===== config.mk =====
export PLATFORM = sky130hd
export DESIGN_NAME = tilemap_palette
export DESIGN_NICKNAME = d
export VERILOG_FILES = /design/src/rtl/tilemap_pkg.sv /design/src/rtl/tilemap_palette.sv
export VERILOG_INCLUDE_DIRS = /design/src /design/src/rtl
export SDC_FILE = /design/constraint.sdc
export NUM_CORES = 1
export LEC_CHECK = 0
export ABC_CLOCK_PERIOD_IN_PS = 2300
export BUFFER_PORTS_ARGS = -buffer_cell sky130_fd_sc_hd__clkbuf_2
export CELL_PAD_IN_SITES_DETAIL_PLACEMENT = 2
export CELL_PAD_IN_SITES_GLOBAL_PLACEMENT = 2
export CORE_AREA = 10 10 313 315
export CTS_BUF_LIST = sky130_fd_sc_hd__clkbuf_4 sky130_fd_sc_hd__clkbuf_8
export CTS_CLUSTER_DIAMETER = 100
export CTS_CLUSTER_SIZE = 25
export DETAILED_ROUTE_END_ITERATION = 6
export DIE_AREA = 0 0 323 325
export PLACE_DENSITY = 0.75
export SYNTH_ARGS = -nofsm -noshare
export SYNTH_HDL_FRONTEND = slang
export SYNTH_SLANG_ARGS = --single-unit

===== constraint.sdc =====
create_clock -name clk -period 2.3 [get_ports clk]
set_input_delay 0.345 -clock clk [delete_from_list [all_inputs] [get_ports clk]]
set_output_delay 0.345 -clock clk [all_outputs]
set_load 0.02 [all_outputs]

===== src/rtl/tilemap_defs.svh =====
//////////////////////////////////////////////////
// Screen geometry, memory widths and bus map of the tile layer
// Included by the package, the RTL and the testbench
//////////////////////////////////////////////////
`ifndef TILEMAP_DEFS_SVH
`define TILEMAP_DEFS_SVH

// Beam geometry in pixel clock ticks and lines
`define TM_HTOTAL      320
`define TM_HVIS        256
`define TM_VTOTAL      264
`define TM_VVIS        224

`define TM_VRAM_AW     10      // 32x32 tile map
`define TM_ROM_AW      13      // Code msb, code, row
`define TM_PAL_AW      8       // Palette bank and pixel

// Wishbone byte addresses
`define TM_ADR_CODE    12'h000
`define TM_ADR_ATTR    12'h400
`define TM_ADR_SCROLL  12'h800
`define TM_ADR_FLIP    12'h801

`endif


===== src/rtl/tilemap_pkg.sv =====
//////////////////////////////////////////////////
// Shared bus, attribute, beam and pixel types of the tile layer
//////////////////////////////////////////////////
`default_nettype none

`include "tilemap_defs.svh"

package tilemap_pkg;

    // Wishbone classic, master to slave
    typedef struct packed {
        logic [11:0] adr;   // Code RAM, attr RAM, registers
        logic [7:0]  dat;
        logic        we;
        logic        cyc;
        logic        stb;
    } wb_req_t;

    typedef struct packed {
        logic [7:0] dat;    // Valid with ack
        logic       ack;
    } wb_rsp_t;

    // Attribute RAM byte
    typedef struct packed {
        logic [1:0] code_msb;
        logic       vflip;
        logic       hflip;
        logic [3:0] pal;
    } tile_attr_t;

    // Beam position from the timing block
    typedef struct packed {
        logic [8:0] hdump;
        logic [8:0] vdump;
        logic       lhbl;   // High while visible
        logic       lvbl;
        logic       pxl_cen;
    } video_pos_t;

    // Fetch to palette
    typedef struct packed {
        logic [3:0] pal;
        logic [3:0] pix;
        logic       lhbl;
        logic       lvbl;
    } layer_pxl_t;

    // Palette PROM programming
    typedef struct packed {
        logic [`TM_PAL_AW-1:0] addr;
        logic [3:0]            data;
        logic                  we;
    } prom_wr_t;

endpackage

`default_nettype wire


===== src/rtl/tilemap_palette.sv =====
//////////////////////////////////////////////////
// Palette PROM lookup with blanking kept in step
//////////////////////////////////////////////////
`default_nettype none
`timescale 1ns/1ps

`include "tilemap_defs.svh"

module tilemap_palette (
    input  logic                    clk,
    input  logic                    rst,
    input  logic                    pxl_cen,
    input  tilemap_pkg::layer_pxl_t lyr,
    input  tilemap_pkg::prom_wr_t   prom,
    output logic [3:0]              pxl,
    output logic                    lhbl,
    output logic                    lvbl
);

    logic [3:0]            mem [0:(1<<`TM_PAL_AW)-1];
    logic [`TM_PAL_AW-1:0] rd_adr;
    logic                  vis;

    // Programming port, one write per clk
    always_ff @(posedge clk) begin
        if (prom.we)
            mem[prom.addr] <= prom.data;
    end

    assign rd_adr = {lyr.pal, lyr.pix};   // Bank then pixel
    assign vis    = lyr.lhbl & lyr.lvbl;

    always_ff @(posedge clk or posedge rst) begin
        if (rst) begin
            pxl  <= 4'd0;
            lhbl <= 1'b0;   // Blanked out of reset
            lvbl <= 1'b0;
        end else if (pxl_cen) begin
            pxl  <= vis ? mem[rd_adr] : 4'd0;
            lhbl <= lyr.lhbl;
            lvbl <= lyr.lvbl;
        end
    end

endmodule

`default_nettype wire


==> run summary <==
Ratio of cells with drive above 1 in the final layout - 25.1%
Drt initial violations - 2,947
Gr busiest metal - met2
Max-cap violations - 0
Final cell count without fillers - 3,638
Global-route wire length before repair - 195 mm
Drt pass-1 iters - 6
Pwr Density - 683 mW/mm^2
Post-synth top area share - 75.2%
Critical path endpoint category - flip-flop
GPL Wtd Cong - 0.873
Final core occ - 50.1%
Clock period minus worst slack - 2.33 ns
CTS Sinks - 1,030
Clock power share - 25.7%
Vias - 23,100
Post-synthesis sequential area ratio - 75.5%
Max H-tree Level - 2
Failing checks - negative setup slack
CTS max path bufs - 3
Final Slew Violations - 0
Hold WC Path Type - primary input to flip-flop
Worst slew margin - 57.2%
Area contributors post-synth - edfxtp_1 (75%), mux4_2 (10%), mux2i_1 (3.7%)
Final worst slack - -0.0275 ns
Post-route clock period utilization - 101%
Worst vdd ir - 0.000688 V
Die height - 325 um
Combinational share of power - 8.2%
Total power - 31.3 mW
Initial antenna violation count - 3
Area growth, synth to finish - 11.9%
Ys flop type - edfxtp_1
Hold slack - 0.0588 ns
Synth area leader - edfxtp_1
Post-Syn Area per Cell - 18.6 sq um
Die width - 323 um
Post-synth ARST share - 0.583%
Skew final - 0.0467 ns
Row count - 111
Max FO, Critical Path - 23
Largest net degree at the start of global routing - 106
Die Area - 0.105 sq mm
Synth cell types - 53
Total Routed Length - 136 mm
Startpoint types - primary input
Status - complete, but fails checks
CP arrival - 3.01 ns
Internal Pwr Total - 23.9 mW
Register-to-Register Path Depth - 8
Final setup viols - 2
Flop pwr share - 66.1%
Switch share - 23.4%
Gr ovfl total - 0
Grt met3 use - 3.08%
Vias per Instance - 6.34
Core Area - 0.0914 sq mm
Cells after synthesis - 2,196
Clock Root Buffer - clkbuf_8
CTS tree - yes
Tot GR Track Use - 25.7%
Detailed Place HPWL - 93.2 mm
Crit path kind - primary input to flip-flop
FMAX - 0.430 GHz
#FFs+latches synth - 1,030
Top-count cell post-synth - edfxtp_1
Port Buffers - 31
Num CTS Buffers - 48
Starting Density - 44.8%
Leak - 14.5 nW
Critical Path RT - 2.98 ns
Measured slew at the worst slew-check pin - 0.639 ns
Hold path cells - 1
Post-Syn Area - 0.0409 sq mm
List of most frequent post-synthesis cells - edfxtp_1 (1,024), nor2_1 (275), mux4_2 (184)
NetSw - 7.33 mW
TNS Setup - -0.0432 ns
IO Count - 32
Synth Warn # - 0
Syn Nets - 2,222
Drt drc - 0
Wire length per cell - 37.3 um
Clock insertion delay at the later pin of the skew report - 0.77 ns
Nets - 2,454
Post-route ant nets - 0
Number of flops mapped to enable cells by yosys - 1,024
Placed cell count - 3,554
Clock-pin slew on the worst setup and hold paths - 0.16 ns
Met2 Use GR - 44.0%
Final Hold Fails - 0
Vias in the first global route - 25,300
Grt met1 use - 33.3%
RSZ-0062 raised after global routing - yes
## critical path, cell delays in order
cell and delay [ns]:
buf_8 0.16, buf_12 0.19, buf_12 0.22, buf_8 0.28, mux2i_1 0.37, o22ai_1 0.18
nor3_1 0.47, o32ai_2 0.18, o211ai_1 0.20, nor3_1 0.08, a211o_1 0.27
## power groups by stage
| stage | logic [mW] | clock network (mW) | registers, mW |
|---|---|---|---|
| detailed placement | 2.43 | 0 | 21.1 |
| global placement | 2.27 | 0 | 21.1 |
| global route | 2.66 | 8.68 | 20.7 |
| CTS | 2.50 | 8.13 | 20.7 |
| finish | 2.56 | 8.04 | 20.7 |
| floorplan | 1.05 | 0 | 21.1 |
## final cells by class
type                    count  area [sq um]
fillers                  8072         45600
flip-flops and latches   1030         30900
repair buffers            320          3020
well taps                1186          1480
clock inverters             4          53.8
clock buffers              68           817
multi-input cells        1022          9470
diodes                      2          5.00
inverters                   6          22.5
## flip-flops by register name (all words and copies together) (netlist names)
| name | count |
|---|---|
| pxl | 4 |
| mem | 1024 |
| lhbl | 1 |
| lvbl | 1 |
## metal layers
metal  share of wire (%)  wire [um]
met1                  38      52100
met2                  52      70000
met3                 6.2       8420
met4                 3.9       5370
met5              0.0096         13
## cells by family (layout without fill, tap and decap cells)
| family | Yosys count | in the layout | share of synthesized area [%] |
|---|---|---|---|
| flip-flops | 1030 | 1030 | 75.5 |
| AND/OR/NAND/NOR | 459 | 459 | 4.74 |
| multiplexers | 340 | 340 | 14.0 |
| other | 0 | 2 | 0 |
| AO/OA/AOI/OAI | 223 | 223 | 3.82 |
| buffers and inverters | 144 | 398 | 1.96 |
## cells in the final DEF, fill, tap and decap left out, types with 4 or more instances in the layout
cell	Yosys	layout
o221ai_2	0	5
clkbuf_4	0	19
a31oi_1	7	6
a221oi_2	0	6
nor3_1	21	17
o21ai_0	25	22
a211oi_1	6	6
a21oi_1	34	34
nand3_1	40	40
o22ai_1	39	35
mux4_2	184	184
nand4_1	17	17
dfrtp_1	6	6
dlygate4sd3_1	0	6
o221ai_1	27	22
clkbuf_2	0	24
nor2_1	275	272
buf_12	1	42
edfxtp_1	1024	1024
buf_6	20	8
mux2i_1	153	151
o211ai_1	13	13
nand2_1	73	71
nor2b_1	13	11
clkbuf_8	0	50
buf_4	18	233
a22oi_1	27	27
inv_1	4	4
a221oi_1	14	8
a22o_1	8	8
and3_1	4	4
## path summary, 6_finish.rpt
path / startpoint / end / slack, ns
setup / recovery: lyr[2] / pxl[0]$_DFFE_PP0P_ / -0.03
hold / removal: prom[3] / mem[194][2]$_DFFE_PP_ / 0.06
setup reg to reg: mem[216][2]$_DFFE_PP_ / pxl[2]$_DFFE_PP0P_ / 0.01
hold reg to reg: lvbl$_DFFE_PP0P_ / lvbl$_DFFE_PP0P_ / 0.53
max in group asynchronous: rst / pxl[3]$_DFFE_PP0P_ / 1.76
min in group asynchronous: rst / pxl[0]$_DFFE_PP0P_ / 0.18
## per-stage QoR
stage | setup WS, ns | instance area, sq um
2_1_floorplan | -0.0307 | 40900
5_1_grt | -0.0797 | 45800
3_5_place_dp | -1.10 | 44500
3_3_place_gp | -0.902 | 44500
6_report | -0.0275 | 45800
4_1_cts | -0.0339 | 45600
## timing repair
| item | 4_1_cts | 5_1_grt |
|---|---|---|
| setup buffers | 3 | 0 |
| setup endpoints to repair | 4 | 4 |
| resized for setup | 32 | 23 |
| gates cloned | 1 | 1 |
| pin swaps | 12 | 11 |
| hold endpoints to repair | 74 | 0 |
| hold buffers | 6 | 0 |
(Power assumes the default switching activity.)
