## config.mk

```make
export PLATFORM = sky130hd
export DESIGN_NAME = tilemap_cpu_if
export DESIGN_NICKNAME = d
export VERILOG_FILES = /design/src/rtl/tilemap_pkg.sv /design/src/rtl/tilemap_cpu_if.sv
export VERILOG_INCLUDE_DIRS = /design/src /design/src/rtl
export SDC_FILE = /design/constraint.sdc
export NUM_CORES = 1
export LEC_CHECK = 0
export ABC_AREA = 0
export BUFFER_PORTS_ARGS = -buffer_cell sky130_fd_sc_hd__buf_2
export CAP_MARGIN = 20
export CORE_ASPECT_RATIO = 0.75
export CORE_UTILIZATION = 35
export DETAILED_ROUTE_END_ITERATION = 6
export GPL_TIMING_DRIVEN = 0
export PLACE_DENSITY = 0.79
export SYNTH_ARGS = -nofsm -noshare
export SYNTH_HDL_FRONTEND = slang
export SYNTH_SLANG_ARGS = --single-unit
```

## constraint.sdc

```tcl
create_clock -name clk -period 2.01 [get_ports clk]
set_input_delay 0.1005 -clock clk [delete_from_list [all_inputs] [get_ports clk]]
set_output_delay 0.1005 -clock clk [all_outputs]
set_load 0.02 [all_outputs]
```

## src/rtl/tilemap_defs.svh

```systemverilog
//////////////////////////////////////////////////
// Screen geometry, memory widths and bus map of the tile layer
// Included by the package, the RTL and the testbench
//////////////////////////////////////////////////
`ifndef TILEMAP_DEFS_SVH
`define TILEMAP_DEFS_SVH

// Beam geometry in pixel clock ticks and lines
`define TM_HTOTAL      320
`define TM_HVIS        256
`define TM_VTOTAL      264
`define TM_VVIS        224

`define TM_VRAM_AW     10      // 32x32 tile map
`define TM_ROM_AW      13      // Code msb, code, row
`define TM_PAL_AW      8       // Palette bank and pixel

// Wishbone byte addresses
`define TM_ADR_CODE    12'h000
`define TM_ADR_ATTR    12'h400
`define TM_ADR_SCROLL  12'h800
`define TM_ADR_FLIP    12'h801

`endif

```

## src/rtl/tilemap_pkg.sv

```systemverilog
//////////////////////////////////////////////////
// Shared bus, attribute, beam and pixel types of the tile layer
//////////////////////////////////////////////////
`default_nettype none

`include "tilemap_defs.svh"

package tilemap_pkg;

    // Wishbone classic, master to slave
    typedef struct packed {
        logic [11:0] adr;   // Code RAM, attr RAM, registers
        logic [7:0]  dat;
        logic        we;
        logic        cyc;
        logic        stb;
    } wb_req_t;

    typedef struct packed {
        logic [7:0] dat;    // Valid with ack
        logic       ack;
    } wb_rsp_t;

    // Attribute RAM byte
    typedef struct packed {
        logic [1:0] code_msb;
        logic       vflip;
        logic       hflip;
        logic [3:0] pal;
    } tile_attr_t;

    // Beam position from the timing block
    typedef struct packed {
        logic [8:0] hdump;
        logic [8:0] vdump;
        logic       lhbl;   // High while visible
        logic       lvbl;
        logic       pxl_cen;
    } video_pos_t;

    // Fetch to palette
    typedef struct packed {
        logic [3:0] pal;
        logic [3:0] pix;
        logic       lhbl;
        logic       lvbl;
    } layer_pxl_t;

    // Palette PROM programming
    typedef struct packed {
        logic [`TM_PAL_AW-1:0] addr;
        logic [3:0]            data;
        logic                  we;
    } prom_wr_t;

endpackage

`default_nettype wire

```

## src/rtl/tilemap_cpu_if.sv

```systemverilog
//////////////////////////////////////////////////
// Wishbone slave for tile map RAMs, scroll and flip registers
//////////////////////////////////////////////////
`default_nettype none
`timescale 1ns/1ps

`include "tilemap_defs.svh"

module tilemap_cpu_if (
    input  logic                    clk,
    input  logic                    rst,
    input  tilemap_pkg::wb_req_t    wb_req,
    output tilemap_pkg::wb_rsp_t    wb_rsp,
    output logic [`TM_VRAM_AW-1:0]  vram_adr,
    output logic [7:0]              vram_dat,
    output logic                    code_we,
    output logic                    attr_we,
    input  logic [7:0]              code_q,
    input  logic [7:0]              attr_q,
    output logic [7:0]              scroll,
    output logic                    flip
);

    localparam logic [11:0] adr_code = `TM_ADR_CODE;
    localparam logic [11:0] adr_attr = `TM_ADR_ATTR;

    logic       ack;
    logic       req;
    logic       wr_stb;
    logic       sel_code, sel_attr, sel_scroll, sel_flip;
    logic [7:0] rd_dat;

    assign req    = wb_req.cyc & wb_req.stb;
    assign wr_stb = req & wb_req.we & ~ack;   // Same edge that raises ack

    // RAM regions by the top two address bits
    assign sel_code   = wb_req.adr[11:10] == adr_code[11:10];
    assign sel_attr   = wb_req.adr[11:10] == adr_attr[11:10];
    assign sel_scroll = wb_req.adr == `TM_ADR_SCROLL;
    assign sel_flip   = wb_req.adr == `TM_ADR_FLIP;

    assign vram_adr = wb_req.adr[`TM_VRAM_AW-1:0];
    assign vram_dat = wb_req.dat;
    assign code_we  = wr_stb & sel_code;
    assign attr_we  = wr_stb & sel_attr;

    always_ff @(posedge clk or posedge rst) begin
        if (rst) begin
            ack    <= 1'b0;
            scroll <= 8'd0;
            flip   <= 1'b0;
        end else begin
            ack <= req & ~ack;              // One clock, then wait for the next cycle
            if (wr_stb && sel_scroll) scroll <= wb_req.dat;
            if (wr_stb && sel_flip)   flip   <= wb_req.dat[0];
        end
    end

    // RAM q is already registered on the ack edge
    always_comb begin
        rd_dat = 8'h00;
        if (sel_code)
            rd_dat = code_q;
        else if (sel_attr)
            rd_dat = attr_q;
        else if (sel_scroll)
            rd_dat = scroll;
        else if (sel_flip)
            rd_dat = {7'd0, flip};
    end

    assign wb_rsp.dat = rd_dat;
    assign wb_rsp.ack = ack;

    // Master must drop stb after ack, so ack stays a single pulse
    a_ack_single : assert property (@(posedge clk) disable iff (rst) ack |=> !ack);

endmodule

`default_nettype wire

```

==> summary.md <==
| Metric | Value |
|---|---|
| Fillers | `178` |
| Crit-path slowest cell | `nor4_2` |
| Status | `finished, violations left` |
| Max frequency | `544 MHz` |
| Kind of critical path | `primary input to output port` |
| Post-synth top area share | `31.6%` |
| R2R depth | `3` |
| Port Buffers | `78` |
| Final Hold Viols | `0` |
| Routed via count | `837` |
| Pre-CTS setup slack | `113 ps` |
| Number of synthesized flops with an enable pin | `0` |
| Worst Path Required | `1910 ps` |
| Setup Viol. Count Final | `0` |
| Leak Pwr | `0.000741 µW` |
| CTS tree | `yes` |
| CTS root buf | `clkbuf_4` |
| Worst Max-Slew Pin Slew | `623 ps` |
| Synthesized area | `791 µm²` |
| Gr ovfl total | `0` |
| Tightest Hold Check Type | `primary input to flop` |
| Largest net degree at the start of global routing | `11` |
| CP cell instances | `buf_2 > or4_4 > nor4_2 > o2bb2ai_1 > buf_2` |
| Peak VDD IR | `0.319 mV` |
| Gpl congestion | `0.629` |
| CP Data Arrival Time | `1740 ps` |
| Initial DRC count | `33` |
| Crit share post-route | `91.4%` |
| Count leader, synth | `buf_4` |
| Max_cap viols | `0` |
| Critical Path Source Type | `primary input` |
| R2R setup slack | `190 ps` |
| Post-Place Cell Area | `1210 µm²` |
| Final Total Pwr | `562 µW` |
| Cells after Synth | `72` |
| CP Buf/Inv Count | `2` |
| H-tree Lvls | `1` |
| Initial antenna violation count | `0` |
| Reg2reg end | `scroll[2]$_DFFE_PP0P_` |
| GR Util All Layers | `17.6%` |
| Setup Buffers After CTS | `0` |
| Die X | `56.9 µm` |
| Inserted Clock Buffers | `3` |
| Starting Density | `38.3%` |
| Nets | `197` |
| Commonest cells post-synth | `19 x buf_4, 10 x dfrtp_1, 9 x mux2_2, 9 x mux2i_1, 7 x o2bb2ai_1` |
| Worst Setup EP | `wb_rsp[2]` |
| Chip height | `43.2 µm` |
| Fraction of registers with async set/reset | `100%` |
| Share of layout cells above drive strength 1 | `74.2%` |
| RSZ-0062 raised after global routing | `false` |
| Final-report max-slew violation count | `0` |
| Final instance area | `1260 µm²` |
| Seq/Total Area, Yosys | `31.6%` |
| Setup TNS | `0 ps` |
| Die ar. | `2460 µm²` |
| Worst skew pair latency | `260 ps` |
| Clk buf depth | `2` |
| I/O Pins | `79` |
| Stages on worst setup path | `5` |
| Routed WL | `2.15 mm` |
| Most frequent CP cell | `buf_2` |
| DRC | `12` |
| Count of cell types in the netlist | `22` |
| Kind of cell adding the most delay to the critical path | `simple AND/OR/NAND/NOR gates` |
| Clock-pin slew on the worst setup and hold paths | `60 ps` |
| Post-route ant nets | `0` |
| DP Wirelength | `1.85 mm` |
| Reg2reg start | `ack$_DFF_PP0_` |
| Core Footprint | `2070 µm²` |
| Relative slew slack | `58.1%` |
| Final instance count without filler cells | `179` |
| Seq cells post-synth | `10` |
| Final worst setup slack | `173 ps` |
| Syn_nets | `113` |
| Vias in the first global route | `731` |
| Setup Skew | `2.79 ps` |
| First-pass GRT wire length | `3.32 mm` |
| Vias per std cell | `4.68` |
| Critical Path End Type | `output port` |
| Min Tclk post-route | `1840 ps` |
| Synth area leader | `dfrtp_1` |
| Synth warnings | `0` |
| Avg Synthesized Cell Area | `11.0 µm²` |
| Antenna cells | `0` |
| Delay of the slowest cell on the worst path | `600 ps` |
| Failing checks | `DRC` |
| Crit. Startpoint | `wb_req[18]` |
| Pre-antenna DRT Iters | `6` |
| Rows | `14` |
| CTS Sinks | `10` |
| Placed Cells incl. Taps | `174` |
| Pwr dens | `447 nW/µm²` |
| Top_reg_cell synth | `dfrtp_1` |
| Synth area leaders | `dfrtp_1 32%, buf_4 18%, mux2_2 13%` |
| Worst-path fanout max | `7` |
| Routed len/inst | `12.0 µm` |
| P&R area growth vs syn | `59.0%` |
[worst min-delay path by stage]
stage / depth (start not counted) / end / from / slack, ps
2_1_floorplan: 1 / ack$_DFF_PP0_ / rst / -60
5_1_grt: 3 / ack$_DFF_PP0_ / wb_req[0] / 60
6_report: 3 / ack$_DFF_PP0_ / wb_req[0] / 60
3_3_place_gp: 2 / ack$_DFF_PP0_ / rst / 90
3_5_place_dp: 2 / ack$_DFF_PP0_ / rst / 90
4_1_cts: 3 / ack$_DFF_PP0_ / wb_req[0] / 60
[cell usage in the layout, fill, tap and decap left out, drive strengths merged]
cell,Yosys,routed
buf,20,98
dfrtp,10,10
mux2,9,9
mux2i,9,9
o2bb2ai,7,7
clkbuf,1,5
or4,3,3
nor4,3,3
or4bb,1,1
nand4b,1,1
or4b,1,1
or3b,1,1
o21ai,1,1
nand2,1,1
nor2,1,1
nor3,1,1
nor3b,1,1
inv,1,1
dlygate4sd3,0,1
[report_power, final]
group,switching [µW],total [µW],internal (µW),leakage [µW]
combinational,95.1,184,88.8,0.000581
clock,65.0,175,110,0.0000210
sequential,0.965,203,202,0.000139
[tightest hold or removal path, stage by stage]
cell and delay, ps:
buf_2 100, nand2_1 50, nor2_1 30
[sequential cells by signal, summed over array words and instances, names as in the netlist]
| signal | count |
|---|---|
| flip | 1 |
| scroll | 8 |
| ack | 1 |
[final cells by class]
| cell class | instances | area, µm² | area share [%] |
|---|---|---|---|
| tap | 24 | 30.0 | 2.39 |
| sequential | 10 | 250 | 19.9 |
| clock buffer | 4 | 36.3 | 2.89 |
| multi-input combinational | 40 | 387 | 30.7 |
| timing repair buffer | 79 | 400 | 31.8 |
| buffer | 21 | 150 | 11.9 |
| inverter | 1 | 3.75 | 0.299 |
[kinds of logic (layout without fill, tap and decap cells)]
logic type / count (synthesis) / in the layout / synth area share [%]
compound gates: 8 / 8 / 8.39
mux: 18 / 18 / 24.2
simple gates: 14 / 14 / 16.3
flops: 10 / 10 / 31.6
buf+inv: 22 / 105 / 19.5
[per-stage QoR]
step / util [%] / hold WS [ps]
2_1_floorplan: - / -59.3
3_3_place_gp: 58.6 / 85.8
3_5_place_dp: 58.6 / 94.9
4_1_cts: 60.8 / 59.6
5_1_grt: 60.8 / 59.2
6_report: 60.8 / 62.6
[per-layer routing]
layer | part of all wire (%) | track usage [%] | vias to the layer above | wire length [µm]
li1 | - | - | 421 | -
met1 | 45 | 24.5 | 369 | 969
met2 | 45 | 28.5 | 43 | 978
met3 | 8.0 | 2.13 | 4 | 172
met4 | 1.5 | 5.85 | 0 | 33
met5 | 0 | 0 | - | 0
[what timing repair did]
action                    4_1_cts  5_1_grt
resized for setup               0        0
hold buffers                    1        0
hold endpoints to repair       10        0
(Power assumes the default switching activity.)
