===== config.mk =====
export PLATFORM = sky130hd
export DESIGN_NAME = tilemap_fetch
export DESIGN_NICKNAME = d
export VERILOG_FILES = /design/src/rtl/tilemap_pkg.sv /design/src/rtl/tilemap_fetch.sv
export VERILOG_INCLUDE_DIRS = /design/src /design/src/rtl
export SDC_FILE = /design/constraint.sdc
export NUM_CORES = 1
export LEC_CHECK = 0
export ABC_AREA = 0
export BUFFER_PORTS_ARGS = -buffer_cell sky130_fd_sc_hd__buf_2
export CORE_ASPECT_RATIO = 0.9
export CORE_MARGIN = 1.5
export CORE_UTILIZATION = 48
export CTS_BUF_LIST = sky130_fd_sc_hd__clkbuf_16
export DETAILED_ROUTE_END_ITERATION = 10
export GPL_TIMING_DRIVEN = 0
export PLACE_DENSITY = 0.76
export SETUP_SLACK_MARGIN = 0.05
export SYNTH_ARGS = -nofsm -noshare
export SYNTH_HDL_FRONTEND = slang
export SYNTH_SLANG_ARGS = --single-unit

===== constraint.sdc =====
create_clock -name clk -period 1.62 [get_ports clk]
set_input_delay 0.162 -clock clk [delete_from_list [all_inputs] [get_ports clk]]
set_output_delay 0.162 -clock clk [all_outputs]
set_load 0.02 [all_outputs]

===== src/rtl/tilemap_defs.svh =====
//////////////////////////////////////////////////
// Screen geometry, memory widths and bus map of the tile layer
// Included by the package, the RTL and the testbench
//////////////////////////////////////////////////
`ifndef TILEMAP_DEFS_SVH
`define TILEMAP_DEFS_SVH

// Beam geometry in pixel clock ticks and lines
`define TM_HTOTAL      320
`define TM_HVIS        256
`define TM_VTOTAL      264
`define TM_VVIS        224

`define TM_VRAM_AW     10      // 32x32 tile map
`define TM_ROM_AW      13      // Code msb, code, row
`define TM_PAL_AW      8       // Palette bank and pixel

// Wishbone byte addresses
`define TM_ADR_CODE    12'h000
`define TM_ADR_ATTR    12'h400
`define TM_ADR_SCROLL  12'h800
`define TM_ADR_FLIP    12'h801

`endif


===== src/rtl/tilemap_pkg.sv =====
//////////////////////////////////////////////////
// Shared bus, attribute, beam and pixel types of the tile layer
//////////////////////////////////////////////////
`default_nettype none

`include "tilemap_defs.svh"

package tilemap_pkg;

    // Wishbone classic, master to slave
    typedef struct packed {
        logic [11:0] adr;   // Code RAM, attr RAM, registers
        logic [7:0]  dat;
        logic        we;
        logic        cyc;
        logic        stb;
    } wb_req_t;

    typedef struct packed {
        logic [7:0] dat;    // Valid with ack
        logic       ack;
    } wb_rsp_t;

    // Attribute RAM byte
    typedef struct packed {
        logic [1:0] code_msb;
        logic       vflip;
        logic       hflip;
        logic [3:0] pal;
    } tile_attr_t;

    // Beam position from the timing block
    typedef struct packed {
        logic [8:0] hdump;
        logic [8:0] vdump;
        logic       lhbl;   // High while visible
        logic       lvbl;
        logic       pxl_cen;
    } video_pos_t;

    // Fetch to palette
    typedef struct packed {
        logic [3:0] pal;
        logic [3:0] pix;
        logic       lhbl;
        logic       lvbl;
    } layer_pxl_t;

    // Palette PROM programming
    typedef struct packed {
        logic [`TM_PAL_AW-1:0] addr;
        logic [3:0]            data;
        logic                  we;
    } prom_wr_t;

endpackage

`default_nettype wire


===== src/rtl/tilemap_fetch.sv =====
//////////////////////////////////////////////////
// Scrolled tile scan, graphics ROM fetch and pixel shifter
// One tile is addressed while the previous one shifts out
//////////////////////////////////////////////////
`default_nettype none
`timescale 1ns/1ps

`include "tilemap_defs.svh"

module tilemap_fetch (
    input  logic                    clk,
    input  logic                    rst,
    input  tilemap_pkg::video_pos_t pos,
    input  logic [7:0]              scroll,
    input  logic                    flip,
    output logic [`TM_VRAM_AW-1:0]  scan_adr,
    input  logic [7:0]              code,
    input  tilemap_pkg::tile_attr_t attr,
    output logic [`TM_ROM_AW-1:0]   rom_addr,
    input  logic [31:0]             rom_data,
    output tilemap_pkg::layer_pxl_t lyr
);

    localparam int unsigned blank_dly = 7;  // Beam to shifter output

    logic [7:0]           hdf;          // Column after screen flip
    logic [7:0]           row;          // Scrolled map row
    logic [2:0]           rsel;
    logic                 cap;
    logic                 load;
    logic [31:0]          row_swz;
    logic [31:0]          row_hold;
    logic                 hold_hf;
    logic [3:0]           hold_pal;
    logic [31:0]          shf;
    logic                 shf_hf;
    logic [3:0]           shf_pal;
    logic [blank_dly-1:0] hbl_dly, vbl_dly;

    assign hdf = pos.hdump[7:0] ^ {8{flip}};

    // Row for the next line, taken once the visible part ends
    always_ff @(posedge clk or posedge rst) begin
        if (rst)
            row <= 8'd0;
        else if (pos.pxl_cen && pos.hdump == 9'(`TM_HVIS))
            row <= {8{flip}} ^ (pos.vdump[7:0] + scroll);
    end

    assign scan_adr = {row[7:3], hdf[7:3]};
    assign rsel     = row[2:0] ^ {3{attr.vflip}};
    assign rom_addr = {attr.code_msb, code, rsel};  // 2+8+3

    // ROM word holds four interleaved bit planes
    always_comb begin
        for (int h = 0; h < 2; h++) begin
            for (int n = 0; n < 4; n++) begin
                for (int b = 0; b < 4; b++) begin
                    row_swz[31 - h*16 - n*4 - b] = rom_data[(1-h)*16 + 15 - n - 4*b];
                end
            end
        end
    end

    assign cap  = pos.pxl_cen && hdf[2:0] == 3'd1;        // ROM settled by now
    assign load = pos.pxl_cen && pos.hdump[2:0] == 3'd6;  // Fixed beam phase

    always_ff @(posedge clk) begin
        if (cap) begin
            row_hold <= row_swz;
            hold_hf  <= attr.hflip ^ flip;  // Screen flip reverses tile order too
            hold_pal <= attr.pal;
        end
        if (load) begin
            // Flipped screen captures on the load tick itself
            shf     <= cap ? row_swz : row_hold;
            shf_hf  <= cap ? (attr.hflip ^ flip) : hold_hf;
            shf_pal <= cap ? attr.pal : hold_pal;
        end else if (pos.pxl_cen) begin
            shf <= shf_hf ? shf >> 4 : shf << 4;
        end
    end

    // Blanking follows the pixel through the same depth
    always_ff @(posedge clk or posedge rst) begin
        if (rst) begin
            hbl_dly <= '0;
            vbl_dly <= '0;
        end else if (pos.pxl_cen) begin
            hbl_dly <= {hbl_dly[blank_dly-2:0], pos.lhbl};
            vbl_dly <= {vbl_dly[blank_dly-2:0], pos.lvbl};
        end
    end

    assign lyr.pal  = shf_pal;
    assign lyr.pix  = shf_hf ? shf[3:0] : shf[31:28];
    assign lyr.lhbl = hbl_dly[blank_dly-1];
    assign lyr.lvbl = vbl_dly[blank_dly-1];

endmodule

`default_nettype wire


==> metrics.cfg, run 1 <==
[yosys]
synth_top_family_by_area = multiplexers
synth_top_area_share = 0.246
ys.flop_type = edfxtp_1
synth_xor_area_frac = 0.0408
synth_nets = 440
ys_top_cells_by_area = edfxtp_1, dfxtp_1, dfrtp_1
syn-mean-instance-area_um2 = 12.8
ys_seq_area_frac = 0.533
syn_inst = 352
synth_async_sr_flop_share = 0.229
yosys.area_share.simple = 0.0677
ys_ff_latch = 96
synthAdderAreaFrac = 0.0239
synth_edf_count = 37
synth_top_area_cell = edfxtp_1
muxShareOfSynthArea = 0.202
synth_compound_area_frac = 0.0780
post_synth_num_cell_types = 35
yosysWarnings = 0
syn_area_um2 = 4510

[sta]
slew_viol_final = 0
clock_skew_ns = 0.00437
finalHoldViolCount = 12
fmax_ghz = 0.644
setup_slack_ns = 0.0682
tns_ns = 0
worst_pin_slew_ns = 0.858
setup_viol = 0
period_needed_ns = 1.55
rsz0062_at_grt = yes
max_slew_margin = 0.428
fin_crit_sh = 0.958
hold_slack_ns = -0.00206

[global_routing]
grt_max_degree = 33
antenna_found_initial = 0
grtUsageTotal = 0.193
grt_pass1_wl_mm = 14.8
grt_overflow = 0
grt_pass1_vias = 3021

[cells_and_area]
layout_common_cells = buf_2, mux2_2, dfxtp_1, edfxtp_1, nand2_1
area_delta_synth_final_pct = 22.8
final_net_count = 554
fin_cells = 593
drive_above_1_share = 0.429
multi_input_area_um2 = 1890
final_common_cell = buf_2
nFillCells = 782
antennaDiodeCount = 0
stdcell_area_um2 = 5540
regArea_um2 = 2400

[detailed_routing]
drt_first_pass_iters = 6
route.detailed.vias_per_inst = 5.16
drc = 0
vias = 3062
drt-wirelength-per-cell_um = 15.9
antenna_left = 0
wirelength_mm = 9.40
drtIter0Drc = 122

[critical_path]
critPathMaxFanout = 8
required_ns = 1.46
critPathCaptureType = primary output
worst_ep_arrival_time_ns = 1.39
path_class = flip-flop to primary output
ff2ff_setup_slack_ns = 0.10
worstSetupStartpointType = flip-flop

[placed_design]
preCtsSetupSlack_ns = -0.390
port_buffers = 99
gp_congestion = 0.791
dp_hpwl_mm = 6.86
dpl_cell_area_um2 = 5180
dp_cells = 573

[pwr]
internal_power_mw = 4.62
p_leak_nw = 2.63
p_sw_frac = 0.251
seqPwrFrac = 0.504
pwr-share-clk = 0.307
combPwrFrac = 0.189
ir_drop_v = 0.000751
p_per_area_nw_per_um2 = 1110
power.switching_mw = 1.55

[floorplanning]
initial_core_util = 0.494
core_um2 = 9130
num_rows = 33
die_w_um = 105
io_pins = 113
die_y_um = 95.0
die-area_um2 = 9990

[worst_hold_path]
hp-class = input port to async pin

[clocking]
numCtsBuffers = 9
cts_tree = built
insertion_delay_ns = 0.33
clockBufferDepth = 2
htreeDepth = 3
cts.sinks = 96
cts.clk_slew.worst_paths_ns = 0.06
clock-root-buffer = clkbuf_16

[outcome]
violations = negative hold slack
outcome = complete, but fails checks

[run]
maxCapViolations = 0

-- cell usage after synthesis (all sizes together) (9+ instances only) --
| cell | instances |
|---|---|
| clkbuf | 9 |
| xnor2 | 9 |
| dfrtp | 22 |
| nand2 | 36 |
| edfxtp | 37 |
| mux2i | 24 |
| mux2 | 55 |
| o21a | 24 |
| dfxtp | 37 |
| a21o | 10 |
| buf | 28 |
| xor2 | 12 |
-- metal layers --
metal  vias to the layer above  GRT usage  routed length [um]
li1                       1471          -                   -
met1                      1493      0.248                4200
met2                        86      0.327                4630
met3                        12     0.0345                 449
met4                         0     0.0708                 123
met5                         -          0                   0
-- critical path, cell delays in order, from the launching register on --
cell and delay (ns):
edfxtp_1 0.44, buf_8 0.17, mux2_4 0.31, buf_6 0.13
-- metrics by stage --
stage	power (mW)	util
after global placement	4.24	0.568
after CTS	6.18	0.599
final	6.17	0.607
after detailed placement	4.30	0.568
after global routing	6.46	0.607
after floorplan	3.95	-
-- power groups by stage --
stage                     registers, mW  clock network, mW  logic (mW)
after CTS                          3.11               1.92        1.15
after global routing               3.15               2.03        1.28
after global placement             3.13                  0        1.11
final                              3.11               1.90        1.17
after detailed placement           3.15                  0        1.15
after floorplan                    3.09                  0       0.857
-- worst paths after layout --
kind | from | end | depth (start not counted)
worst max-delay path | shf_hf | lyr[4] | 3
min in group clk | pos[2] | hbl_dly[0] | 2
max in group asynchronous | rst | row[3] | 2
worst min register to register | hold_pal[0] | hold_pal[0] | 1
worst min-delay path | rst | row[1] | 2
worst max register to register | shf_hf | shf[13] | 5
-- cell families (layout without fill, tap and decap cells) --
group,after synthesis,in the layout
AO/OA/AOI/OAI,50,50
XOR/XNOR,21,21
adder cells (fa/ha/maj),8,8
buffers and inverters,39,158
flip-flops,96,96
multiplexers,79,79
AND/OR/NAND/NOR,59,59
-- layout make-up --
type | instances | share of cell area
Timing Repair Buffer | 104 | 0.101
Tap cell | 122 | 0.0276
Clock buffer | 9 | 0.0407
Multi-Input combinational cell | 217 | 0.341
Buffer | 36 | 0.0479
Sequential cell | 96 | 0.434
Clock inverter | 7 | 0.00700
Inverter | 2 | 0.00136
-- registers in the layout (all words and copies together), names as in the netlist --
name	count
shf_hf	1
vbl_dly	7
shf	32
row	8
hbl_dly	7
shf_pal	4
hold_hf	1
row_hold	32
hold_pal	4
-- repair_timing --
action | in CTS | in global routing
buffers inserted | 1 | 4
setup endpoints to repair | 28 | 24
resized for setup | 4 | 17
hold buffers | 0 | 0
endpoints found under the hold margin | 0 | 0
gates cloned | 0 | 0
pin swaps | 0 | 1
Power figures use the tool's default switching activity.
==> run 2: changes to the inputs <==
Settings changed: SETUP_SLACK_MARGIN 0.05 to 0.15.
==> run 2 against run 1 <==
  * The run still ends with negative hold slack left
  * Critical path type unchanged
  * Highest routed layer unchanged
  * Setup slack worse by 0.067 ns
  * Via count down 1.4%
  * First-iteration DRC count up 16%
  * Sequential power about the same
==> metrics.cfg, run 2 (synthesis results as in run 1) <==
[critical_path]
critPathCaptureType = primary output
worstSetupStartpointType = flip-flop
worst_ep_arrival_time_ns = 1.46
critPathMaxFanout = 5
ff2ff_path_depth = 6
path_class = flip-flop to primary output
required_ns = 1.46

[clocking]
cts.clk_slew.worst_paths_ns = 0.07
clock-root-buffer = clkbuf_16
cts.sinks = 96
cts_tree = built
numCtsBuffers = 9
insertion_delay_ns = 0.34
htreeDepth = 3
clockBufferDepth = 2

[cells_and_area]
final_net_count = 555
antennaDiodeCount = 0
fin_cells = 594
area_delta_synth_final_pct = 25.7
final_common_cell = buf_2
layout_common_cells = buf_2, dfxtp_1, edfxtp_1
reg_top3 = row_hold x32, shf x32, row x8
drive_above_1_share = 0.447
final_util = 0.621
stdcell_area_um2 = 5670

[placed_design]
port_buffers = 99
dp_hpwl_mm = 6.72
gp_congestion = 0.828
dpl_cell_area_um2 = 5200
preCtsSetupSlack_ns = -0.211
dp_cells = 573

[floorplanning]
num_rows = 33
die_w_um = 105
core_um2 = 9130
io_pins = 113
die_y_um = 95.0
die-area_um2 = 9990
initial_core_util = 0.494

[worst_hold_path]
hp-class = input port to async pin

[global_routing]
grtUsageTotal = 0.192
grt_pass1_wl_mm = 14.6
antenna_found_initial = 0
grt_pass1_vias = 2926
grt_overflow = 0
grt_max_degree = 33

[sta]
tns_ns = 0
fin_crit_sh = 0.999
worst_pin_slew_ns = 0.800
hold_slack_ns = -0.0335
fmax_ghz = 0.618
setup_slack_ns = 0.000900
max_slew_margin = 0.466
period_needed_ns = 1.62
setup_viol = 0
finalHoldViolCount = 22
clock_skew_ns = 0.00791
rsz0062_at_grt = yes
slew_viol_final = 0

[pwr]
p_leak_nw = 2.70
p_per_area_nw_per_um2 = 1140
ir_drop_v = 0.000735
total_power_mw = 6.48

[detailed_routing]
drt_first_pass_iters = 5
drc = 0
wirelength_mm = 9.14
route.detailed.vias_per_inst = 5.08
drtIter0Drc = 142
antenna_left = 0
vias = 3018
drt-wirelength-per-cell_um = 15.4

[outcome]
violations = negative hold slack
outcome = complete, but fails checks

[run]
maxCapViolations = 0

[run 2: worst max-delay path, stage by stage, from the launching register on]
cell	delay (ns)
edfxtp_1	0.37
clkbuf_8	0.15
clkbuf_16	0.15
mux2_4	0.31
buf_6	0.13
[run 2: final cells by class]
| type | count | area (um^2) |
|---|---|---|
| fillers | 738 | 3460 |
| flip-flops and latches | 96 | 2400 |
| multi-input cells | 217 | 1900 |
| repair buffers | 104 | 579 |
| plain buffers | 37 | 314 |
| clock buffers | 9 | 225 |
| well taps | 122 | 153 |
| clock inverters | 7 | 82.6 |
| inverters | 2 | 7.51 |
[run 2: repair_timing]
action	CTS	global route
cloned	0	1
hold buffers	0	0
pin swaps	0	1
resized for setup	20	11
setup buffers	3	1
setup endpoints to repair	28	28
[run 2: final timing paths]
kind | startpoint | slack (ns) | to
setup / recovery | shf_hf | 0.0009 | lyr[3]
hold / removal | rst | -0.03 | hbl_dly[0]
setup reg to reg | shf_hf | 0.17 | shf[16]
hold reg to reg | hold_hf | 0.47 | hold_hf
max in group asynchronous | rst | 1.16 | row[1]
min in group clk | rom_data[25] | 0.06 | row_hold[22]
[run 2: where the power goes]
group	total (mW)	internal [mW]	switching [mW]
Sequential	3.11	2.95	0.160
Clock	2.18	1.23	0.954
Combinational	1.19	0.666	0.519
Total	6.48	4.85	1.63
[run 2: per-layer routing]
metal / GRT usage / part of all wire
met5: 0 / 0
met4: 0.0731 / 0.017
met3: 0.0407 / 0.056
met2: 0.313 / 0.47
met1: 0.253 / 0.45
