==> config.mk <==
export PLATFORM = sky130hd
export DESIGN_NAME = tilemap_video_timing
export DESIGN_NICKNAME = d
export VERILOG_FILES = /design/src/rtl/tilemap_pkg.sv /design/src/rtl/tilemap_video_timing.sv
export VERILOG_INCLUDE_DIRS = /design/src /design/src/rtl
export SDC_FILE = /design/constraint.sdc
export NUM_CORES = 1
export LEC_CHECK = 0
export ABC_CLOCK_PERIOD_IN_PS = 1400
export BUFFER_PORTS_ARGS = -buffer_cell sky130_fd_sc_hd__clkbuf_2
export CAP_MARGIN = 20
export CORE_UTILIZATION = 46
export CTS_BUF_LIST = sky130_fd_sc_hd__clkbuf_8 sky130_fd_sc_hd__clkbuf_16
export DETAILED_ROUTE_END_ITERATION = 8
export HOLD_SLACK_MARGIN = 0.12
export MAX_ROUTING_LAYER = met4
export PLACE_DENSITY_LB_ADDON = 0.12
export SYNTH_ARGS = -nofsm -noshare
export SYNTH_HDL_FRONTEND = slang
export SYNTH_SLANG_ARGS = --single-unit
==> constraint.sdc <==
create_clock -name clk -period 1.4 [get_ports clk]
set_clock_uncertainty 0.05 [all_clocks]
set_input_delay 0.14 -clock clk [delete_from_list [all_inputs] [get_ports clk]]
set_output_delay 0.14 -clock clk [all_outputs]
set_load 0.02 [all_outputs]
==> src/rtl/tilemap_defs.svh <==
//////////////////////////////////////////////////
// Screen geometry, memory widths and bus map of the tile layer
// Included by the package, the RTL and the testbench
//////////////////////////////////////////////////
`ifndef TILEMAP_DEFS_SVH
`define TILEMAP_DEFS_SVH

// Beam geometry in pixel clock ticks and lines
`define TM_HTOTAL      320
`define TM_HVIS        256
`define TM_VTOTAL      264
`define TM_VVIS        224

`define TM_VRAM_AW     10      // 32x32 tile map
`define TM_ROM_AW      13      // Code msb, code, row
`define TM_PAL_AW      8       // Palette bank and pixel

// Wishbone byte addresses
`define TM_ADR_CODE    12'h000
`define TM_ADR_ATTR    12'h400
`define TM_ADR_SCROLL  12'h800
`define TM_ADR_FLIP    12'h801

`endif

==> src/rtl/tilemap_pkg.sv <==
//////////////////////////////////////////////////
// Shared bus, attribute, beam and pixel types of the tile layer
//////////////////////////////////////////////////
`default_nettype none

`include "tilemap_defs.svh"

package tilemap_pkg;

    // Wishbone classic, master to slave
    typedef struct packed {
        logic [11:0] adr;   // Code RAM, attr RAM, registers
        logic [7:0]  dat;
        logic        we;
        logic        cyc;
        logic        stb;
    } wb_req_t;

    typedef struct packed {
        logic [7:0] dat;    // Valid with ack
        logic       ack;
    } wb_rsp_t;

    // Attribute RAM byte
    typedef struct packed {
        logic [1:0] code_msb;
        logic       vflip;
        logic       hflip;
        logic [3:0] pal;
    } tile_attr_t;

    // Beam position from the timing block
    typedef struct packed {
        logic [8:0] hdump;
        logic [8:0] vdump;
        logic       lhbl;   // High while visible
        logic       lvbl;
        logic       pxl_cen;
    } video_pos_t;

    // Fetch to palette
    typedef struct packed {
        logic [3:0] pal;
        logic [3:0] pix;
        logic       lhbl;
        logic       lvbl;
    } layer_pxl_t;

    // Palette PROM programming
    typedef struct packed {
        logic [`TM_PAL_AW-1:0] addr;
        logic [3:0]            data;
        logic                  we;
    } prom_wr_t;

endpackage

`default_nettype wire

==> src/rtl/tilemap_video_timing.sv <==
//////////////////////////////////////////////////
// Beam counters and blanking, stepped by the pixel clock enable
//////////////////////////////////////////////////
`default_nettype none
`timescale 1ns/1ps

`include "tilemap_defs.svh"

module tilemap_video_timing (
    input  logic                    clk,
    input  logic                    rst,
    input  logic                    pxl_cen,
    output tilemap_pkg::video_pos_t pos
);

    logic [8:0] hcnt;
    logic [8:0] vcnt;
    logic       h_last;

    assign h_last = hcnt == 9'(`TM_HTOTAL - 1);

    always_ff @(posedge clk or posedge rst) begin
        if (rst) begin
            hcnt <= 9'd0;
            vcnt <= 9'd0;
        end else if (pxl_cen) begin
            if (h_last) begin
                hcnt <= 9'd0;
                // Line advance on horizontal wrap
                if (vcnt == 9'(`TM_VTOTAL - 1))
                    vcnt <= 9'd0;
                else
                    vcnt <= vcnt + 9'd1;
            end else begin
                hcnt <= hcnt + 9'd1;
            end
        end
    end

    assign pos.hdump   = hcnt;
    assign pos.vdump   = vcnt;
    assign pos.lhbl    = hcnt < 9'(`TM_HVIS);   // High while visible
    assign pos.lvbl    = vcnt < 9'(`TM_VVIS);
    assign pos.pxl_cen = pxl_cen;                // Fetch steps on the same tick

    a_h_range : assert property (@(posedge clk) disable iff (rst)
        hcnt < 9'(`TM_HTOTAL));

endmodule

`default_nettype wire

==> results of run 1 <==
[worst max-delay path by stage]
stage / startpoint / end / slack (ns) / cells past startpoint
2_1_floorplan: hcnt[0] / vcnt[5] / -0.20 / 6
3_3_place_gp: hcnt[1] / vcnt[7] / -0.05 / 5
3_5_place_dp: hcnt[0] / vcnt[7] / -0.09 / 5
4_1_cts: hcnt[0] / vcnt[0] / -0.06 / 6
5_1_grt: hcnt[1] / hcnt[8] / -0.13 / 6
6_report: hcnt[1] / vcnt[0] / -0.05 / 6
[sequential cells by signal, summed over array words and instances, names as in the netlist]
signal  count
vcnt        9
hcnt        9
[final cells by class]
class	count	area, um^2	area share [%]
multi-input cells	65	528	38.3
flip-flops and latches	18	455	33.0
repair buffers	47	302	21.9
clock buffers	3	41.3	2.99
well taps	27	33.8	2.45
inverters	5	18.8	1.36
[critical path: cells and delay by family, from the launching register on]
kind	cells	cell delay [ns]
compound gates	1	0.10
simple gates	3	0.56
fa+ha+maj	1	0.14
buf+inv	1	0.15
flops	1	0.39
[logic make-up (layout without fill, tap and decap cells)]
family	count (synthesis)	after routing	synth area share (%)
AOI/OAI and AO/OA	14	14	9.67
xor gates and xnor gates	9	9	8.89
adders and majority gates	2	2	2.58
buffers and inverters	9	55	5.80
DFF	18	18	46.4
muxes	1	1	1.03
and+or+nand+nor	39	39	25.6
[cell usage after synthesis (2+ instances only)]
master / instances
xnor2_1: 6
nor2_1: 4
ha_1: 2
and3_1: 3
a21oi_1: 4
nand3_2: 2
and4_4: 2
nand3_1: 7
nand2_1: 10
nand4_1: 3
o21ai_0: 3
buf_2: 2
inv_1: 5
dfrtp_1: 18
xor2_1: 2
[power by group]
part           switching (mW)  internal [mW]  leakage (nW)
clock network           0.167          0.191        0.0216
logic                   0.289          0.243         0.441
registers              0.0653          0.596         0.225
[metal layers]
metal,wire [um],track usage (%),vias to the layer above
met5,0,-,-
met4,27,8.33,0
met3,44,3.40,4
met2,1150,35.4,15
met1,1030,30.2,409
li1,-,-,420
[stage by stage]
| step | hold slack, ns | power (mW) |
|---|---|---|
| after floorplan | 0.0283 | 0.943 |
| after global placement | 0.0979 | 1.15 |
| after detailed placement | 0.103 | 1.17 |
| after CTS | 0.174 | 1.53 |
| after global routing | 0.217 | 1.64 |
| final | 0.170 | 1.55 |
[what timing repair did]
| action | in CTS | in global routing |
|---|---|---|
| setup endpoints to repair | 11 | 14 |
| buffers inserted | 2 | 1 |
| gates resized for setup | 5 | 10 |
| hold endpoints to repair | 18 | 0 |
| gates cloned | 0 | 0 |
| hold buffers | 1 | 0 |
| pin swaps | 7 | 8 |
==> impl_metrics.ini, run 1 <==
[status]
outcome = finished, violations left
failed_checks = negative setup slack

[worst_setup_path]
slowest_stage = dfrtp_2
worst-setup-path-type = flop to flop
critPathLaunchType = flop
crit_required_ns = 1.53
worstRegToRegCells = 6
critPathMaxStageDelay_ns = 0.39
r2r_start = hcnt[1]
reg2reg_setup_slack_ns = -0.05
path_cells = ha_4 -> and4_4 -> and4_4 -> buf_6 -> nand2_2 -> o21ai_2
crit_path_max_fanout = 7
rr_endpoint = vcnt[0]
worstPathArrival_ns = 1.58
cp_common_cell = and4_4
crit_path_end_kind = flop

[yosys]
yosysSeqAreaShare_pct = 46.4
synth_top_area_share_pct = 46.4
synth_area_um2 = 971
syn_area_per_cell_um2 = 10.6
yosys_warnings = 0
syn_nets = 97
syn_inst = 92
ys_top_cells_by_area = dfrtp_1, xnor2_1, nand2_1
async_flop_share_pct = 100
synth-seq-cells = 18
synth_edf_count = 0
yosysTopAreaCell = dfrtp_1
yosysUniqueCellTypes = 34
ys.flop_type = dfrtp_1

[layout]
drive_gt1_share_pct = 54.3
final_cell_mix = clkbuf_2, buf_4, dfrtp_1
fin_util_pct = 69.6
fill_cells = 164
area_growth_pct = 42.0
diodes = 0
nets = 145
fin_area_mm2 = 0.00138
fin_cells = 165
layout_commonest_cell = clkbuf_2

[global_routing]
grt_pass1_vias = 811
overflow = 0
grt_usage_pct = 22.9
antenna_found_initial = 0
grt_pass1_wl_mm = 3.46
grt_max_degree = 19

[pwr]
p_leak_nw = 0.687
vdd_drop_max_v = 0.00103
powerDensity_mw_per_mm2 = 1120

[route]
drc = 0
avgRoutedWirePerCell_um = 13.6
vias_per_cell = 5.14
routed_wl_mm = 2.25
drt_iter0_markers = 13
dr.pass1.iters = 4
ant_nets = 0
vias = 848

[cts]
clockBufferDepth = 2
root_buffer = clkbuf_8
cts.sinks = 18
clk_latency_ns = 0.25
cts_tree = built
path_clk_slew_ns = 0.07
cts_max_level = 1
cts_buffers = 3

[placement]
place_ws_ns = -0.0935
port_buffers = 23
dpl_cell_area_mm2 = 0.00125
hpwl_mm = 1.62
dpl.cell_count = 158
gp_congestion = 0.775

[timing]
finalSetupViolations = 10
period_minus_slack_ns = 1.45
slew_headroom_pct = 83.3
fmax_mhz = 689
tns_ns = -0.231
hold_viol = 0
slew_violations = 0
tightestPinTransition_ns = 0.249
grt_setup_unrepaired = true
period_share_pct = 104
timing.final.ws_setup_ns = -0.0509

[die]
core_mm2 = 0.00198
io_pins = 24
die_y_um = 47.9
die_x_um = 47.9
start_util_pct = 49.0
fp-row-count = 16
design.die.area_mm2 = 0.00230

[run]
max_cap_violations = 0

[hold_path]
min_path_cells = 2
min_to = hcnt[0]
hold_start = pxl_cen
hold_class = input port to flop
(Power assumes the default switching activity.)
==> run 2: changes to the inputs <==
--- a/config.mk
+++ b/config.mk
@@ -8,13 +8,14 @@
 export LEC_CHECK = 0
 export ABC_CLOCK_PERIOD_IN_PS = 1400
 export BUFFER_PORTS_ARGS = -buffer_cell sky130_fd_sc_hd__clkbuf_2
-export CAP_MARGIN = 20
 export CORE_UTILIZATION = 46
 export CTS_BUF_LIST = sky130_fd_sc_hd__clkbuf_8 sky130_fd_sc_hd__clkbuf_16
 export DETAILED_ROUTE_END_ITERATION = 8
 export HOLD_SLACK_MARGIN = 0.12
 export MAX_ROUTING_LAYER = met4
 export PLACE_DENSITY_LB_ADDON = 0.12
+export RECOVER_POWER = 25
+export SKIP_CTS_REPAIR_TIMING = 1
 export SYNTH_ARGS = -nofsm -noshare
 export SYNTH_HDL_FRONTEND = slang
 export SYNTH_SLANG_ARGS = --single-unit
==> impl_metrics.ini, run 2 (synthesis results as in run 1) <==
[route]
drc = 0
avgRoutedWirePerCell_um = 13.3
ant_nets = 0
routed_wl_mm = 2.19
vias = 850
drt_iter0_markers = 10
dr.pass1.iters = 4
vias_per_cell = 5.18

[timing]
period_minus_slack_ns = 1.46
grt_setup_unrepaired = true
slew_violations = 0
finalSetupViolations = 11
tightestPinTransition_ns = 0.456
timing.final.ws_setup_ns = -0.0583
tns_ns = -0.299
period_share_pct = 104
fmax_mhz = 686
slew_headroom_pct = 69.6
hold_viol = 0

[layout]
nets = 144
reg_top3 = hcnt (9), vcnt (9)
layout_commonest_cell = clkbuf_2
area_growth_pct = 38.3
fill_cells = 174
drive_gt1_share_pct = 49.6
final_cell_mix = clkbuf_2, buf_4, dfrtp_1
diodes = 0

[global_routing]
antenna_found_initial = 0
grt_usage_pct = 22.5
overflow = 0
grt_pass1_vias = 787
grt_max_degree = 19
grt_pass1_wl_mm = 3.39

[pwr]
power_frac_comb_pct = 33.0
p_clk_share_pct = 23.6
p_seq_share_pct = 43.4
p_int_mw = 1.01
powerDensity_mw_per_mm2 = 1130
p_leak_nw = 0.675
power_switching_mw = 0.507
power.total_mw = 1.52
vdd_drop_max_v = 0.00102
switching_share_pct = 33.4

[worst_setup_path]
reg2reg_setup_slack_ns = -0.06
crit_path_end_kind = flop
crit_family = flip-flops
worst-setup-path-type = flop to flop
crit_path_max_fanout = 3
cp_num_buf_inv = 1
worstPathArrival_ns = 1.54
critPathMaxStageDelay_ns = 0.39
path_cells = ha_4 -> and4_4 -> buf_4 -> nand3_1 -> a21oi_2 -> o22ai_1
slowest_stage = dfrtp_2
critPathLaunchType = flop
r2r_start = hcnt[0]
crit_required_ns = 1.48
worstRegToRegCells = 6
rr_endpoint = hcnt[8]

[hold_path]
hold_class = input port to flop
hold_start = pxl_cen
min_path_cells = 2
min_to = hcnt[0]

[cts]
path_clk_slew_ns = 0.06
clk_latency_ns = 0.25
cts_max_level = 1
clockBufferDepth = 2
cts_buffers = 3
root_buffer = clkbuf_8
cts.sinks = 18
cts_tree = built

[run]
max_cap_violations = 0

[status]
outcome = finished, violations left
failed_checks = negative setup slack

[die]
die_y_um = 47.9
core_mm2 = 0.00198
io_pins = 24
design.die.area_mm2 = 0.00230
die_x_um = 47.9
start_util_pct = 49.0
fp-row-count = 16

[placement]
port_buffers = 23
place_ws_ns = -0.0935
hpwl_mm = 1.62
gp_congestion = 0.775
run 2: cell count changes in the layout (fill, tap and decap cells not counted), moves of 2 or more:
cell	change
nand2_2	-3
nor2_1	+2
nand2_1	+3
buf_4	-2
run 2: stage by stage:
step / instances / area (um^2) / utilization (%) / hold WS, ns
detailed placement: 158 / 1250 / 63.1 / 0.103
global placement: 158 / 1250 / 63.1 / 0.0979
finish: 164 / 1340 / 67.7 / 0.169
CTS: 161 / 1290 / 65.2 / -0.166
floorplan: 92 / 990 / - / 0.0283
global route: 164 / 1340 / 67.7 / 0.217
run 2: worst max-delay path by stage:
stage / cells after the start / endpoint / startpoint / slack (ns)
after floorplan: 6 / vcnt[5] / hcnt[0] / -0.20
after global placement: 5 / vcnt[7] / hcnt[1] / -0.05
after detailed placement: 5 / vcnt[7] / hcnt[0] / -0.09
after CTS: 5 / vcnt[7] / hcnt[0] / -0.10
after global routing: 6 / hcnt[8] / hcnt[0] / -0.13
final: 6 / hcnt[8] / hcnt[0] / -0.06
run 2: layout make-up:
cell class                      count  area [um^2]  share of cell area (%)
Clock buffer                        3         41.3                    3.08
Multi-Input combinational cell     65          502                    37.4
Tap cell                           27         33.8                    2.52
Inverter                            5         18.8                    1.40
Timing Repair Buffer               46          292                    21.7
Sequential cell                    18          455                    33.9
run 2: power by group through the flow:
stage               logic, mW  registers (mW)  clock network [mW]
floorplan               0.175           0.768                   0
global placement        0.488           0.665                   0
detailed placement      0.498           0.668                   0
CTS                     0.499           0.659               0.369
global route            0.550           0.672               0.386
finish                  0.501           0.659               0.358
run 2: routing by layer:
| layer | global-route usage (%) | up-vias | routed length [um] |
|---|---|---|---|
| met2 | 35.4 | 19 | 1090 |
| met4 | 8.33 | 0 | 28 |
| met5 | - | - | 0 |
| met3 | 3.40 | 4 | 59 |
| met1 | 29.0 | 407 | 1000 |
| li1 | - | 420 | - |
==> run 3: changes to the inputs <==
--- a/config.mk
+++ b/config.mk
@@ -8,8 +8,9 @@
 export LEC_CHECK = 0
 export ABC_CLOCK_PERIOD_IN_PS = 1400
 export BUFFER_PORTS_ARGS = -buffer_cell sky130_fd_sc_hd__clkbuf_2
-export CORE_UTILIZATION = 46
-export CTS_BUF_LIST = sky130_fd_sc_hd__clkbuf_8 sky130_fd_sc_hd__clkbuf_16
+export CORE_MARGIN = 10
+export CORE_UTILIZATION = 49
+export CTS_BUF_LIST = sky130_fd_sc_hd__clkbuf_4
 export DETAILED_ROUTE_END_ITERATION = 8
 export HOLD_SLACK_MARGIN = 0.12
 export MAX_ROUTING_LAYER = met4
==> impl_metrics.ini, run 3 (synthesis results as in run 1) <==
[layout]
area_growth_pct = 43.4
drive_gt1_share_pct = 51.7
fin_area_mm2 = 0.00139
nets = 149
fin_cells = 170
fin_util_pct = 72.5
diodes = 0
reg_top3 = hcnt (9), vcnt (9)
final_cell_mix = clkbuf_2, buf_4, dfrtp_1

[worst_setup_path]
critPathLaunchType = flop
r2r_start = hcnt[1]
crit_start = hcnt[1]
worstRegToRegCells = 5
crit_path_max_fanout = 5
rr_endpoint = vcnt[5]
crit_path_end_kind = flop
reg2reg_setup_slack_ns = -0.08
worst-setup-path-type = flop to flop
crit_required_ns = 1.54
worstPathArrival_ns = 1.62

[run]
max_cap_violations = 0

[global_routing]
grt_usage_pct = 12.5
grt_pass1_wl_mm = 4.12
grt_pass1_vias = 925
antenna_found_initial = 0
overflow = 0
grt_max_degree = 19

[pwr]
p_leak_nw = 0.695
power.total_mw = 1.49
vdd_drop_max_v = 0.000849
powerDensity_mw_per_mm2 = 1070

[die]
core_mm2 = 0.00192
design.die.area_mm2 = 0.00416
die_y_um = 64.5
die_x_um = 64.5
start_util_pct = 50.5
io_pins = 24
fp-row-count = 16

[cts]
cts.sinks = 18
path_clk_slew_ns = 0.11
clk_latency_ns = 0.30
cts_max_level = 1
clockBufferDepth = 2
cts_tree = built
cts_buffers = 3
root_buffer = clkbuf_4

[route]
dr.pass1.iters = 4
drc = 0
routed_wl_mm = 2.53
vias = 903
ant_nets = 0
vias_per_cell = 5.31
avgRoutedWirePerCell_um = 14.9
drt_iter0_markers = 54

[timing]
slew_headroom_pct = 69.4
slew_violations = 0
tns_ns = -0.323
grt_setup_unrepaired = true
whs_ns = 0.246
tightestPinTransition_ns = 0.458
finalSetupViolations = 10
period_share_pct = 106
fmax_mhz = 675
timing.final.ws_setup_ns = -0.0822
period_minus_slack_ns = 1.48
hold_viol = 0

[placement]
place_ws_ns = -0.0763
hpwl_mm = 1.83
dpl_cell_area_mm2 = 0.00129
port_buffers = 23
gp_congestion = 0.842
dpl.cell_count = 163

[hold_path]
min_path_cells = 3
hold_start = pxl_cen
hold_class = input port to flop
min_to = hcnt[0]

[status]
failed_checks = negative setup slack
outcome = finished, violations left
## run 3: changes by cell type in the layout (fill, tap and decap cells not counted), moves of 2 or more
cell and change:
buf_4 +3, clkbuf_4 +3, clkbuf_8 -3, buf_6 +2
nand3_1 -2
## run 3: area by class of cell
class	count	area (um^2)
clock buffers	3	22.5
clock inverters	1	3.75
fillers	153	529
inverters	5	18.8
multi-input cells	66	527
flip-flops and latches	18	455
well taps	27	33.8
repair buffers	50	332
## run 3: worst max path at each step
stage / to / cells after the start
final: vcnt[5] / 5
after floorplan: vcnt[5] / 6
after detailed placement: vcnt[5] / 5
after global placement: vcnt[5] / 5
after global routing: vcnt[7] / 4
after CTS: vcnt[5] / 5
## run 3: per-layer routing
| metal | wire, um | global-route usage, % |
|---|---|---|
| met1 | 953 | 12.6 |
| met2 | 1410 | 20.9 |
| met3 | 161 | 4.47 |
| met4 | 9 | 6.42 |
| met5 | 0 | - |
## run 3: power breakdown
part | internal [mW] | switching [mW] | total, mW
combinational | 0.246 | 0.309 | 0.555
sequential | 0.595 | 0.0726 | 0.667
clock | 0.104 | 0.168 | 0.272
## run 3: worst max-delay path, cell delays in order, from the launching register on
cell,delay [ns]
dfrtp_2,0.41
ha_4,0.14
and4_4,0.24
and4_4,0.27
nand4_4,0.11
xnor2_2,0.15
